**src/design/noc_pkg.sv**
```systemverilog
// noc package
// flit layout, flit types, route codes and width typedefs shared by the
// input unit of one mesh router
package noc_pkg;

  // network sizing
  localparam int FLIT_W     = 32;               // full flit width
  localparam int N_VIRT_CHN = 2;                // default number of VCs
  localparam int COORD_W    = 3;                // one mesh coordinate
  localparam int VC_ID_W    = (N_VIRT_CHN > 1) ? $clog2(N_VIRT_CHN) : 1;

  // width typedefs
  typedef logic [FLIT_W-1:0]  flit_t;           // raw flit
  typedef logic [VC_ID_W-1:0] vc_id_t;          // vc index
  typedef logic [COORD_W-1:0] coord_t;          // x or y coordinate

  // flit type field, top two bits of every flit
  typedef enum logic [1:0] {
    HEAD_FLIT = 2'd0,                           // carries destination
    BODY_FLIT = 2'd1,
    TAIL_FLIT = 2'd2                            // closes the packet
  } flit_type_t;

  // field positions inside a flit
  localparam int FTYPE_MSB  = 31;
  localparam int FTYPE_LSB  = 30;
  localparam int X_DEST_MSB = 29;               // head flits only
  localparam int X_DEST_LSB = 27;
  localparam int Y_DEST_MSB = 26;               // head flits only
  localparam int Y_DEST_LSB = 24;

  // route codes, as kept in the per-vc routing table
  typedef enum logic [2:0] {
    NO_ROUTE   = 3'd0,                          // table empty after reset
    NORTH_PORT = 3'd1,
    SOUTH_PORT = 3'd2,
    WEST_PORT  = 3'd3,
    EAST_PORT  = 3'd4,
    LOCAL_PORT = 3'd5
  } routes_t;

  // one-hot request toward the crossbar, north in the msb
  localparam int N_PORTS = 5;
  typedef logic [N_PORTS-1:0] port_req_t;

  localparam int NORTH_BIT = 4;
  localparam int SOUTH_BIT = 3;
  localparam int WEST_BIT  = 2;
  localparam int EAST_BIT  = 1;
  localparam int LOCAL_BIT = 0;

endpackage
```
**src/design/input_router.sv**
```systemverilog
// input router
// xy route decode for head flits, per-vc routing table keeps the route
// of the open packet for its body and tail flits
module input_router #(
  parameter int ROUTER_X_ID = 0,
  parameter int ROUTER_Y_ID = 0,
  parameter int N_VC        = noc_pkg::N_VIRT_CHN
) (
  input  logic               clk,
  input  logic               arst,
  input  logic               valid_i,           // flit offered to crossbar
  input  noc_pkg::flit_t     flit_i,
  input  noc_pkg::vc_id_t    vc_i,
  input  logic               advance_i,         // flit transfers this edge
  output noc_pkg::port_req_t port_req_o
);

  localparam noc_pkg::coord_t MY_X = noc_pkg::coord_t'(ROUTER_X_ID);
  localparam noc_pkg::coord_t MY_Y = noc_pkg::coord_t'(ROUTER_Y_ID);

  noc_pkg::routes_t   rt_table [N_VC];          // last head route per vc
  noc_pkg::routes_t   head_rt;                  // xy result
  noc_pkg::routes_t   cur_rt;                   // route of offered flit
  noc_pkg::flit_type_t ftype;
  noc_pkg::coord_t    x_dest;
  noc_pkg::coord_t    y_dest;
  logic               is_head;

  // header fields
  assign ftype   = noc_pkg::flit_type_t'(flit_i[noc_pkg::FTYPE_MSB:noc_pkg::FTYPE_LSB]);
  assign x_dest  = flit_i[noc_pkg::X_DEST_MSB:noc_pkg::X_DEST_LSB];
  assign y_dest  = flit_i[noc_pkg::Y_DEST_MSB:noc_pkg::Y_DEST_LSB];
  assign is_head = valid_i && (ftype == noc_pkg::HEAD_FLIT);

  // dimension ordered, x first then y
  always_comb begin
    if (x_dest == MY_X && y_dest == MY_Y) begin
      head_rt = noc_pkg::LOCAL_PORT;            // arrived
    end else if (x_dest == MY_X) begin
      head_rt = (y_dest < MY_Y) ? noc_pkg::SOUTH_PORT : noc_pkg::NORTH_PORT;
    end else begin
      head_rt = (x_dest < MY_X) ? noc_pkg::WEST_PORT : noc_pkg::EAST_PORT;
    end
  end

  // heads decode, the rest follow the table
  assign cur_rt = is_head ? head_rt :
                  valid_i ? rt_table[vc_i] : noc_pkg::NO_ROUTE;

  always_comb begin
    port_req_o = '0;
    case (cur_rt)
      noc_pkg::NORTH_PORT: port_req_o[noc_pkg::NORTH_BIT] = 1'b1;
      noc_pkg::SOUTH_PORT: port_req_o[noc_pkg::SOUTH_BIT] = 1'b1;
      noc_pkg::WEST_PORT:  port_req_o[noc_pkg::WEST_BIT]  = 1'b1;
      noc_pkg::EAST_PORT:  port_req_o[noc_pkg::EAST_BIT]  = 1'b1;
      noc_pkg::LOCAL_PORT: port_req_o[noc_pkg::LOCAL_BIT] = 1'b1;
      default:             port_req_o = '0;    // no_route gives no request
    endcase
  end

  // table written only when the head actually leaves
  always_ff @(posedge clk or posedge arst) begin
    if (arst) begin
      for (int i = 0; i < N_VC; i++) begin
        rt_table[i] <= noc_pkg::NO_ROUTE;
      end
    end else if (advance_i && is_head) begin
      rt_table[vc_i] <= head_rt;
    end
  end

endmodule

```
**config.mk**
```make
export PLATFORM = sky130hd
export DESIGN_NAME = input_router
export DESIGN_NICKNAME = d
export VERILOG_FILES = /design/src/design/noc_pkg.sv /design/src/design/input_router.sv
export SDC_FILE = /design/constraint.sdc
export NUM_CORES = 1
export LEC_CHECK = 0
export ABC_CLOCK_PERIOD_IN_PS = 1100
export BUFFER_PORTS_ARGS = -buffer_cell sky130_fd_sc_hd__buf_2
export CELL_PAD_IN_SITES_DETAIL_PLACEMENT = 0
export CELL_PAD_IN_SITES_GLOBAL_PLACEMENT = 1
export CORE_MARGIN = 2
export CORE_UTILIZATION = 17
export DETAILED_ROUTE_END_ITERATION = 10
export GPL_TIMING_DRIVEN = 0
export PLACE_DENSITY_LB_ADDON = 0.1
export SYNTH_ARGS = -nofsm -noshare
export SYNTH_HDL_FRONTEND = slang
export SYNTH_SLANG_ARGS = --single-unit
```
**constraint.sdc**
```tcl
create_clock -name clk -period 1.1 [get_ports clk]
set_input_delay 0.275 -clock clk [delete_from_list [all_inputs] [get_ports clk]]
set_output_delay 0.275 -clock clk [all_outputs]
set_load 0.01 [all_outputs]
```
==> results.json <==
{
  "via_count": 311,
  "ys_types": 21,
  "setup_viol": 7,
  "ant_nets": 0,
  "ys.flop_type": "dfrtp_1",
  "track_usage": 0.0798,
  "synth_commonest_cells": "dfrtp_1, buf_4, mux2_1, mux2_4, mux2i_1",
  "antenna_found_initial": 0,
  "place.gp.congestion": 0.636,
  "start_kind": "flip-flop",
  "clock_path_buffers": 2,
  "ir_drop_mv": 0.376,
  "die_area_um2": 2270,
  "io_pins": 42,
  "drive_gt1_frac": 0.717,
  "final.setup.tns_ps": -1560,
  "die_x_um": 47.7,
  "drt_iter0_drc": 1,
  "postSynthAreaPerCell_um2": 11.6,
  "outcome": "finished with violations",
  "maxCapViolCount": 0,
  "cp-end-kind": "output pin",
  "largest_register_ffs": 4,
  "synth.yosys.warnings": 0,
  "crit_type": "reg2out",
  "crit_arrival_ps": 1290,
  "hold_viol": 0,
  "fillers": 200,
  "regToRegSetupSlack_ps": 210,
  "async_flop_share": 1.00,
  "top_register": "rt_table",
  "clkLatencyLatePin_ps": 230,
  "layout.nets": 92,
  "cts.sinks": 4,
  "wl_um": 789,
  "period_minus_slack_ps": 1560,
  "first_pass_iters": 3,
  "drc": 0,
  "worstPathRequired_ps": 820,
  "crit_chain": "mux2i_2 -> nor2_2 -> o221a_1 -> buf_2",
  "cts.clk_slew.worst_paths_ps": 40,
  "grt_pass1_wl_um": 1220,
  "yosysTopAreaCell": "dfrtp_1",
  "areaGrowthSynthToFinish_pct": 71.8,
  "timing.final.max_slew_violations": 0,
  "cts_buffers": 3,
  "yosysTopAreaCellShare": 0.309,
  "failed_checks": "setup timing",
  "synth_area_leaders": "dfrtp_1, mux2_4, mux2_1",
  "fin_crit_sh": 1.42,
  "portBuffers": 15,
  "reg_top3": "rt_table: 4 flops",
  "n_antenna_cell": 0,
  "seq_area_frac_synth": 0.309,
  "synth-edff-count": 0,
  "power_density_nw_per_um2": 1010,
  "max_clock_freq_ghz": 0.641,
  "rsz0062_at_grt": "true",
  "slowest_stage": "dfrtp_1",
  "core-area_um2": 1760,
  "worstPathMaxFanout": 3,
  "power_uw": 564,
  "grt_max_degree": 7,
  "clockRootBuffer": "clkbuf_4",
  "layout_setup_ws_ps": -460,
  "placementRows": 15,
  "clock_skew_ps": 0,
  "start_util": 0.184,
  "p_leak_uw": 0.000258,
  "grt_overflow_total": 0,
  "yosys_register_bits": 4,
  "htreeDepth": 1,
  "cts_tree": "done",
  "hp-class": "in2reg",
  "route.detailed.wl_per_inst_um": 10.1,
  "yosysMostFrequentCell": "dfrtp_1",
  "slowest_delay_ps": 380,
  "die_y_um": 47.7,
  "syn_area_um2": 324,
  "vias_per_cell": 3.99,
  "first_global_vias": 284,
  "synthCells": 28
}
-- logic make-up (layout without fill, tap and decap cells) --
family                 count (synthesis)  after routing  share of synthesized area
multiplexers                           6              6                      0.224
buffers and inverters                  3             27                     0.0579
AND/OR/NAND/NOR                        7              7                      0.224
other                                  1              2                     0.0116
flip-flops                             4              4                      0.309
AO/OA/AOI/OAI                          7              7                      0.174
-- cell usage in the layout (no fill, tap or decap), types with 2 or more instances in the layout --
cell type / n
dfrtp_1: 4
clkbuf_4: 3
mux2_4: 4
buf_4: 7
conb_1: 2
buf_2: 13
-- power breakdown --
part / switching, uW / leakage [uW] / total [uW] / internal, uW
registers: 20.5 / 0.0000485 / 193 / 173
logic: 75.4 / 0.000196 / 193 / 118
clock network: 55.7 / 0.0000138 / 177 / 122
total: 152 / 0.000258 / 564 / 413
-- through the flow --
stage / hold WS, ps / utilization / std cells / area [um^2] / setup WS [ps]
3_3_place_gp: 154 / 0.252 / 69 / 444 / -431
6_report: 428 / 0.316 / 78 / 557 / -460
4_1_cts: 387 / 0.293 / 75 / 517 / -506
2_1_floorplan: 41.1 / - / 29 / 338 / -121
5_1_grt: 436 / 0.316 / 78 / 557 / -545
3_5_place_dp: 158 / 0.252 / 69 / 444 / -452
-- worst paths after layout --
path | cells past startpoint | to | from
worst max-delay path | 4 | port_req_o[0] | rt_table[5]
worst min-delay path | 3 | rt_table[2] | advance_i
worst max register to register | 2 | rt_table[5] | rt_table[5]
worst min register to register | 1 | rt_table[2] | rt_table[2]
max in group asynchronous | 3 | rt_table[3] | arst
min in group asynchronous | 3 | rt_table[2] | arst
-- worst max-delay path, delay by kind of cell, from the launching register on --
family | cells | cell delay, ps
compound gates | 1 | 250
simple gates | 1 | 80
buf+inv | 1 | 130
mux | 1 | 210
flops | 1 | 380
-- metal layers --
| metal | track usage | wire length, um |
|---|---|---|
| met2 | 0.124 | 405 |
| met1 | 0.0903 | 333 |
| met4 | 0.0270 | 0 |
| met5 | 0 | 0 |
| met3 | 0.0491 | 50 |
-- repair_timing --
action,4_1_cts,5_1_grt
resized for setup,4,5
setup buffers,2,3
setup endpoints to repair,5,7
hold endpoints to repair,4,0
pin swaps,3,3
gates cloned,0,0
hold buffers,1,0
-- cell type report --
type | count | area (um^2) | area share
Buffer | 2 | 15.0 | 0.0270
Clock buffer | 3 | 22.5 | 0.0404
Inverter | 1 | 3.75 | 0.00674
Multi-Input combinational cell | 22 | 245 | 0.440
Sequential cell | 4 | 100 | 0.180
Tap cell | 25 | 31.3 | 0.0562
Timing Repair Buffer | 21 | 139 | 0.249
No activity file was read; power rests on OpenSTA's default activity.
