`src/design/noc_pkg.sv`:
```
// noc package
// flit layout, flit types, route codes and width typedefs shared by the
// input unit of one mesh router
package noc_pkg;

  // network sizing
  localparam int FLIT_W     = 32;               // full flit width
  localparam int N_VIRT_CHN = 2;                // default number of VCs
  localparam int COORD_W    = 3;                // one mesh coordinate
  localparam int VC_ID_W    = (N_VIRT_CHN > 1) ? $clog2(N_VIRT_CHN) : 1;

  // width typedefs
  typedef logic [FLIT_W-1:0]  flit_t;           // raw flit
  typedef logic [VC_ID_W-1:0] vc_id_t;          // vc index
  typedef logic [COORD_W-1:0] coord_t;          // x or y coordinate

  // flit type field, top two bits of every flit
  typedef enum logic [1:0] {
    HEAD_FLIT = 2'd0,                           // carries destination
    BODY_FLIT = 2'd1,
    TAIL_FLIT = 2'd2                            // closes the packet
  } flit_type_t;

  // field positions inside a flit
  localparam int FTYPE_MSB  = 31;
  localparam int FTYPE_LSB  = 30;
  localparam int X_DEST_MSB = 29;               // head flits only
  localparam int X_DEST_LSB = 27;
  localparam int Y_DEST_MSB = 26;               // head flits only
  localparam int Y_DEST_LSB = 24;

  // route codes, as kept in the per-vc routing table
  typedef enum logic [2:0] {
    NO_ROUTE   = 3'd0,                          // table empty after reset
    NORTH_PORT = 3'd1,
    SOUTH_PORT = 3'd2,
    WEST_PORT  = 3'd3,
    EAST_PORT  = 3'd4,
    LOCAL_PORT = 3'd5
  } routes_t;

  // one-hot request toward the crossbar, north in the msb
  localparam int N_PORTS = 5;
  typedef logic [N_PORTS-1:0] port_req_t;

  localparam int NORTH_BIT = 4;
  localparam int SOUTH_BIT = 3;
  localparam int WEST_BIT  = 2;
  localparam int EAST_BIT  = 1;
  localparam int LOCAL_BIT = 0;

endpackage
```
`src/design/vc_fifo.sv`:
```
// vc fifo
// flit buffer for one virtual channel, register array with
// extended pointers, head flit read combinationally
module vc_fifo #(
  parameter int FIFO_DEPTH = 4                  // power of two, 2 or more
) (
  input  logic           clk,
  input  logic           arst,
  input  logic           wr_i,                  // push strobe
  input  noc_pkg::flit_t wdata_i,
  input  logic           rd_i,                  // pop strobe
  output noc_pkg::flit_t rdata_o,               // current head
  output logic           empty_o,
  output logic           full_o
);

  localparam int ADDR_W = $clog2(FIFO_DEPTH);

  noc_pkg::flit_t    mem [FIFO_DEPTH];          // flit storage
  logic [ADDR_W:0]   wr_ptr;                    // extra msb tells wrap
  logic [ADDR_W:0]   rd_ptr;
  logic              wr_en;
  logic              rd_en;

  // flags from pointer compare
  assign empty_o = (wr_ptr == rd_ptr);
  assign full_o  = (wr_ptr[ADDR_W-1:0] == rd_ptr[ADDR_W-1:0]) &&
                   (wr_ptr[ADDR_W] != rd_ptr[ADDR_W]);

  // a pop in the same edge frees the slot, so push is taken when full
  assign rd_en = rd_i && !empty_o;
  assign wr_en = wr_i && (!full_o || rd_en);

  assign rdata_o = mem[rd_ptr[ADDR_W-1:0]];     // fall-through head

  always_ff @(posedge clk or posedge arst) begin
    if (arst) begin
      wr_ptr <= '0;
      rd_ptr <= '0;
    end else begin
      if (wr_en) begin
        wr_ptr <= wr_ptr + 1'b1;
      end
      if (rd_en) begin
        rd_ptr <= rd_ptr + 1'b1;                // wraps with the msb
      end
    end
  end

  // storage, written at the tail slot
  always_ff @(posedge clk) begin
    if (wr_en) begin
      mem[wr_ptr[ADDR_W-1:0]] <= wdata_i;
    end
  end

endmodule

```
`config.mk`:
```
export PLATFORM = sky130hd
export DESIGN_NAME = vc_fifo
export DESIGN_NICKNAME = d
export VERILOG_FILES = /design/src/design/noc_pkg.sv /design/src/design/vc_fifo.sv
export SDC_FILE = /design/constraint.sdc
export NUM_CORES = 1
export LEC_CHECK = 0
export BUFFER_PORTS_ARGS = -buffer_cell sky130_fd_sc_hd__buf_4
export CELL_PAD_IN_SITES_DETAIL_PLACEMENT = 1
export CELL_PAD_IN_SITES_GLOBAL_PLACEMENT = 2
export CORE_UTILIZATION = 32
export CTS_BUF_LIST = sky130_fd_sc_hd__clkbuf_16
export DETAILED_ROUTE_END_ITERATION = 6
export GPL_TIMING_DRIVEN = 1
export PLACE_DENSITY = 0.61
export SLEW_MARGIN = 15
export SYNTH_ARGS = -nofsm -noshare
export SYNTH_HDL_FRONTEND = slang
export SYNTH_SLANG_ARGS = --single-unit
```
`constraint.sdc`:
```
create_clock -name clk -period 3.8 [get_ports clk]
set_input_delay 0 -clock clk [delete_from_list [all_inputs] [get_ports clk]]
set_output_delay 0 -clock clk [all_outputs]
set_load 0.05 [all_outputs]
```
==> results.py, run 1 <==
metrics = {
    "die": {
        "dieHeight_um": 128,
        "chipWidth_um": 128,
        "initial_core_util_pct": 33.1,
        "num_rows": 45,
        "core_area_um2": 15300,
        "io_pins": 70,
        "fp.dieArea_um2": 16400,
    },
    "clock_network": {
        "cts_tree": "built",
        "clock_latency_ns": 0.40,
        "cts_buffers": 17,
        "clk_pin_slew_worst_paths_ns": 0.05,
        "cts_resized": 0,
        "cts_buffer_depth": 2,
        "cts-htree-levels": 4,
        "clockRootBuffer": "clkbuf_16",
        "cts_sinks": 134,
    },
    "logic_synthesis": {
        "synth_cell_types": 19,
        "synth_area_um2": 5070,
        "syn_nets": 245,
        "synth.top_cell.area_share_pct": 75.8,
        "synth_seq_area_share_pct": 78.8,
        "yosysTopAreaCell": "edfxtp_1",
        "synth.avg_cell_area_um2": 24.9,
        "synth_cells": 204,
        "ys_warn_count": 0,
        "synth_area_leaders": "edfxtp_1 76%, mux4_2 14%, dfrtp_1 3.0%, ha_1 1.2%, xor2_4 1.1%",
        "synth_seq_cells": 134,
    },
    "final_layout": {
        "seq_area_um2": 4000,
        "synthToLayoutAreaGrowth_pct": 32.6,
        "fin_cells": 545,
        "drive_gt1_share_pct": 42.5,
        "num-fill-cells": 1475,
        "multiInputGateArea_um2": 1020,
        "final_common_cell": "edfxtp_1",
        "diodes": 0,
        "mostFrequentLayoutCells": "128 x edfxtp_1, 71 x buf_4, 35 x dlygate4sd3_1",
        "fin_util_pct": 43.9,
        "fin_nets": 362,
    },
    "pwr": {
        "ir_drop_mv": 0.584,
        "total_power_uw": 6020,
        "p_leak_uw": 0.00235,
        "power-per-cell-area_nw_per_um2": 895,
    },
    "critical_path": {
        "worstSetupEndpointType": "output port",
        "required_ns": 3.80,
        "crit_fanout": 34,
        "critPathArrivalTime_ns": 2.26,
        "rrSetupSlack_ns": 1.61,
        "cp-start-kind": "register",
        "critPathKind": "register to output port",
    },
    "placed_design": {
        "place_ws_ns": 1.58,
        "gp_congestion": 0.664,
        "dpl.hpwl_um": 5520,
        "port_buffers": 69,
        "numPlacedInstances": 478,
    },
    "global_routing": {
        "grt_pass1_vias": 2787,
        "grtUsageTotal_pct": 12.9,
        "grt_max_degree": 35,
        "gr-total-overflow": 0,
        "antenna_found_initial": 0,
        "grt_pass1_wl_um": 15000,
    },
    "detailed_routing": {
        "firstDrtPassIters": 4,
        "via_per_inst": 4.45,
        "wl_met3_um": 337,
        "ant_nets": 0,
        "drt_iter0_drc": 148,
        "vias": 2423,
        "drt-met1-wl_um": 4380,
        "finalWirelength_um": 9520,
        "routed.top_layer": "met4",
        "drc": 0,
        "dr_wl_met2_um": 4700,
        "post_drt_wl_per_cell_um": 17.5,
    },
    "sta": {
        "fmax_ghz": 0.442,
        "period_share_pct": 59.6,
        "fin_skew_ns": 0.00449,
        "worstMarginPinSlew_ns": 0.882,
        "post-route-min-period_ns": 2.26,
        "tns_ns": 0,
        "rsz0062_at_grt": "no",
        "setup_viol_count_final": 0,
        "fin_ws_ns": 1.54,
        "maxSlewHeadroom_pct": 41.2,
        "maxSlewViolCount": 0,
        "finalHoldViolations": 0,
    },
    "run_status": {
        "run_status": "finished clean",
    },
    "hold_path": {
        "min_path_type": "primary input to asynchronous set/reset pin",
    },
    "job": {
        "drv_cap": 0,
    },
}
==> cell families (layout without fill, tap and decap cells) <==
group | after synthesis | count (layout) | synth area share, %
XOR/XNOR | 8 | 8 | 2.12
adder cells (fa/ha/maj) | 5 | 5 | 1.23
AO/OA/AOI/OAI | 4 | 4 | 1.06
flip-flops | 134 | 134 | 78.8
buffers and inverters | 12 | 142 | 1.26
multiplexers | 34 | 34 | 14.7
AND/OR/NAND/NOR | 7 | 7 | 0.913
==> metrics by stage <==
stage / area [um^2] / hold slack [ns]
after global routing: 6730 / 0.0772
after detailed placement: 5830 / -0.0575
after global placement: 5830 / -0.0693
after CTS: 6730 / 0.0564
after floorplan: 5070 / -0.209
final: 6730 / 0.0739
==> where the power goes <==
group | leakage, uW | switching, uW | internal (uW)
Sequential | 0.00124 | 110 | 1980
Clock | 0.000284 | 551 | 943
Combinational | 0.000826 | 1600 | 837
==> synth_stat cells (all sizes together) <==
library cell  count
and2              1
and3              3
buf               8
dfrtp             6
edfxtp          128
ha                5
inv               4
mux2              2
mux4             32
nor3              2
o311ai            1
o31ai             1
o41ai             2
or4               1
xnor2             5
xor2              3
==> worst paths after layout <==
| check | start | cells after the start | to |
|---|---|---|---|
| worst max-delay path | rd_ptr[0] | 3 | rdata_o[1] |
| worst min-delay path | arst | 3 | rd_ptr[2] |
| worst max register to register | rd_ptr[2] | 3 | mem[0][12] |
| worst min register to register | rd_ptr[2] | 1 | rd_ptr[2] |
| max in group asynchronous | arst | 3 | rd_ptr[0] |
| min in group clk | wdata_i[15] | 2 | mem[3][15] |
==> what timing repair did <==
action	CTS	global route
endpoints found under the hold margin	140	0
buffers inserted	0	0
hold buffers	35	0
==> worst max-delay path: stages, from the launching register on <==
cell,delay [ns]
dfrtp_2,0.41
buf_4,0.57
mux4_2,0.64
buf_4,0.22
==> flip-flops by register name, indices dropped and copies added, names as in the netlist <==
register	flops
mem	128
rd_ptr	3
wr_ptr	3
==> area by class of cell <==
class / count / area share [%]
well taps: 211 / 3.93
clock buffers: 17 / 6.33
multi-input cells: 58 / 15.1
inverters: 4 / 0.223
flip-flops and latches: 134 / 59.4
repair buffers: 106 / 13.1
clock inverters: 15 / 1.84
==> layer usage <==
layer | global-route usage [%] | vias to the layer above
li1 | - | 1101
met4 | 4.71 | 0
met3 | 4.26 | 8
met5 | 0 | -
met2 | 21.2 | 57
met1 | 15.8 | 1257
Power figures use the tool's default switching activity.
==> run 2, diff against run 1 <==
ABC_AREA = 1   (was unset)
PLACE_DENSITY = 0.69   (was 0.61)
clock period = 2 ns   (was 3.8 ns; I/O delays follow)
==> results.py, run 2 <==
metrics = {
    "detailed_routing": {
        "drc": 0,
        "post_drt_wl_per_cell_um": 16.9,
        "vias": 3400,
        "ant_nets": 0,
        "via_per_inst": 4.75,
        "firstDrtPassIters": 4,
        "drt_iter0_drc": 212,
        "finalWirelength_um": 12100,
    },
    "sta": {
        "fin_skew_ns": 0.00475,
        "finalHoldViolations": 0,
        "setup_viol_count_final": 0,
        "tns_ns": 0,
        "maxSlewViolCount": 0,
        "fmax_ghz": 0.517,
        "worstMarginPinSlew_ns": 0.397,
        "fin_ws_ns": 0.0667,
        "holdWs_ns": 0.0880,
        "post-route-min-period_ns": 1.93,
        "rsz0062_at_grt": "no",
        "maxSlewHeadroom_pct": 73.6,
        "period_share_pct": 96.7,
    },
    "logic_synthesis": {
        "synth_cells": 371,
        "synth_seq_cells": 134,
        "ys_async_sr_fraction_pct": 4.48,
        "yosysTopAreaCell": "edfxtp_1",
        "synth_area_leaders": "edfxtp_1 74%, o21ai_0 6.2%, nor2_1 5.0%, o22ai_1 3.9%, dfrtp_1 2.9%",
        "yosys-top-cells-count": "128 x edfxtp_1, 69 x nor2_1, 64 x o21ai_0",
        "synth.most_common_cell": "edfxtp_1",
        "synth_area_um2": 5180,
        "synth_flop_cell": "edfxtp_1",
        "synth_cell_types": 20,
        "synth_edf_count": 128,
        "syn_nets": 412,
        "synth_seq_area_share_pct": 77.2,
        "ys_warn_count": 0,
        "synth.top_cell.area_share_pct": 74.3,
        "synth.avg_cell_area_um2": 14.0,
    },
    "critical_path": {
        "cp_top_family": "buffers and inverters",
        "cp_num_buf_inv": 4,
        "slowest_delay_ns": 0.44,
        "crit_fanout": 22,
        "required_ns": 2.00,
        "path_cells": "buf_8, inv_2, buf_12, o21ai_0, o22ai_1, buf_4",
        "worstSetupEndpointType": "output port",
        "crit_slowest_cell": "dfrtp_2",
        "critPathArrivalTime_ns": 1.93,
        "cp-start-kind": "register",
        "critPathKind": "register to output port",
    },
    "final_layout": {
        "diodes": 0,
        "synthToLayoutAreaGrowth_pct": 36.7,
        "num-fill-cells": 1626,
        "fin_nets": 528,
        "seq_area_um2": 4000,
        "drive_gt1_share_pct": 25.8,
        "final_common_cell": "edfxtp_1",
        "mostFrequentLayoutCells": "128 x edfxtp_1, 76 x buf_4, 65 x nor2_1",
        "largest_reg_flops": 128,
        "multiInputGateArea_um2": 1080,
    },
    "pwr": {
        "p_leak_uw": 0.00258,
        "power-per-cell-area_nw_per_um2": 1780,
        "ir_drop_mv": 0.847,
    },
    "global_routing": {
        "grt_pass1_vias": 3537,
        "grt_pass1_wl_um": 19200,
        "grtUsageTotal_pct": 15.8,
        "grt_max_degree": 67,
        "antenna_found_initial": 0,
        "gr-total-overflow": 0,
    },
    "die": {
        "io_pins": 70,
        "core_area_um2": 15800,
        "dieHeight_um": 129,
        "fp.dieArea_um2": 16700,
        "num_rows": 46,
        "initial_core_util_pct": 32.7,
        "chipWidth_um": 129,
    },
    "clock_network": {
        "cts_tree": "built",
        "clock_latency_ns": 0.41,
        "cts_buffer_depth": 2,
        "clockRootBuffer": "clkbuf_16",
        "cts_buffers": 17,
        "cts-htree-levels": 4,
        "cts_sinks": 134,
        "clk_pin_slew_worst_paths_ns": 0.06,
    },
    "job": {
        "drv_cap": 0,
    },
    "placed_design": {
        "port_buffers": 69,
        "place_ws_ns": 0.286,
        "gp_congestion": 0.711,
        "dpl.hpwl_um": 7460,
    },
    "run_status": {
        "run_status": "finished clean",
    },
    "hold_path": {
        "min_path_type": "primary input to asynchronous set/reset pin",
    },
}
[run 2: changes by cell type after synthesis, sizes merged, moves of 11 or more]
| cell | before | now |
|---|---|---|
| clkbuf | 0 | 11 |
| nor2 | 0 | 69 |
| o21ai | 0 | 64 |
| nand2 | 0 | 21 |
| o22ai | 0 | 32 |
| mux4 | 32 | 0 |
[run 2: worst paths after layout]
kind                       slack (ns)          end  cells after the start        start
setup / recovery                 0.07  rdata_o[16]                      6    rd_ptr[1]
hold / removal                   0.09    wr_ptr[1]                      3         arst
setup reg to reg                 0.28   mem[3][29]                      7    wr_ptr[0]
hold reg to reg                  0.55    rd_ptr[2]                      2    rd_ptr[2]
max in group asynchronous        1.68    rd_ptr[1]                      3         arst
min in group clk                 0.33   mem[0][17]                      2  wdata_i[17]
[run 2: logic make-up (layout without fill, tap and decap cells)]
kind of cell | count (synthesis) | in the layout | share of synthesized area (%)
buffers and inverters | 35 | 164 | 2.97
AO/OA/AOI/OAI | 96 | 96 | 10.1
adder cells (fa/ha/maj) | 5 | 5 | 1.21
AND/OR/NAND/NOR | 98 | 98 | 7.95
XOR/XNOR | 3 | 3 | 0.653
flip-flops | 134 | 134 | 77.2
[run 2: timing repair]
item	in CTS	in global routing
gates resized for setup	8	5
hold buffers	35	0
endpoints found under the hold margin	140	0
buffers inserted	0	0
pin swaps	1	2
endpoints found under the setup margin	26	7
[run 2: report_power, final]
group / switching (uW) / leakage, uW / internal (uW)
logic: 3810 / 0.00103 / 1560
registers: 179 / 0.00125 / 3690
clock network: 1140 / 0.000305 / 2190
total: 5120 / 0.00258 / 7450
[run 2: per-stage QoR]
step                cells  area, um^2  power (uW)  utilization [%]
floorplan             371        5190        7460                -
global placement      649        6040        9140             38.1
detailed placement    649        6040        9200             38.1
CTS                   716        7060       12700             44.6
global route          716        7070       13200             44.7
finish                716        7070       12600             44.7
[run 2: tightest hold or removal path, delay by kind of cell]
family | cells | cell delay, ns
buf+inv | 3 | 0.88
[run 2: cell type report]
class | count | area share [%]
Clock buffer | 17 | 6.01
Clock inverter | 15 | 2.99
Inverter | 14 | 0.743
Multi-Input combinational cell | 202 | 15.2
Sequential cell | 134 | 56.5
Tap cell | 216 | 3.82
Timing Repair Buffer | 118 | 14.7
[run 2: metal layers]
| metal | routed length (um) | share of wire [%] | vias to the layer above | global-route usage (%) |
|---|---|---|---|---|
| li1 | - | - | 1601 | - |
| met1 | 5440 | 45 | 1720 | 20.3 |
| met2 | 6130 | 51 | 65 | 26.0 |
| met3 | 380 | 3.1 | 14 | 3.51 |
| met4 | 179 | 1.5 | 0 | 6.16 |
| met5 | 0 | 0 | - | 0 |
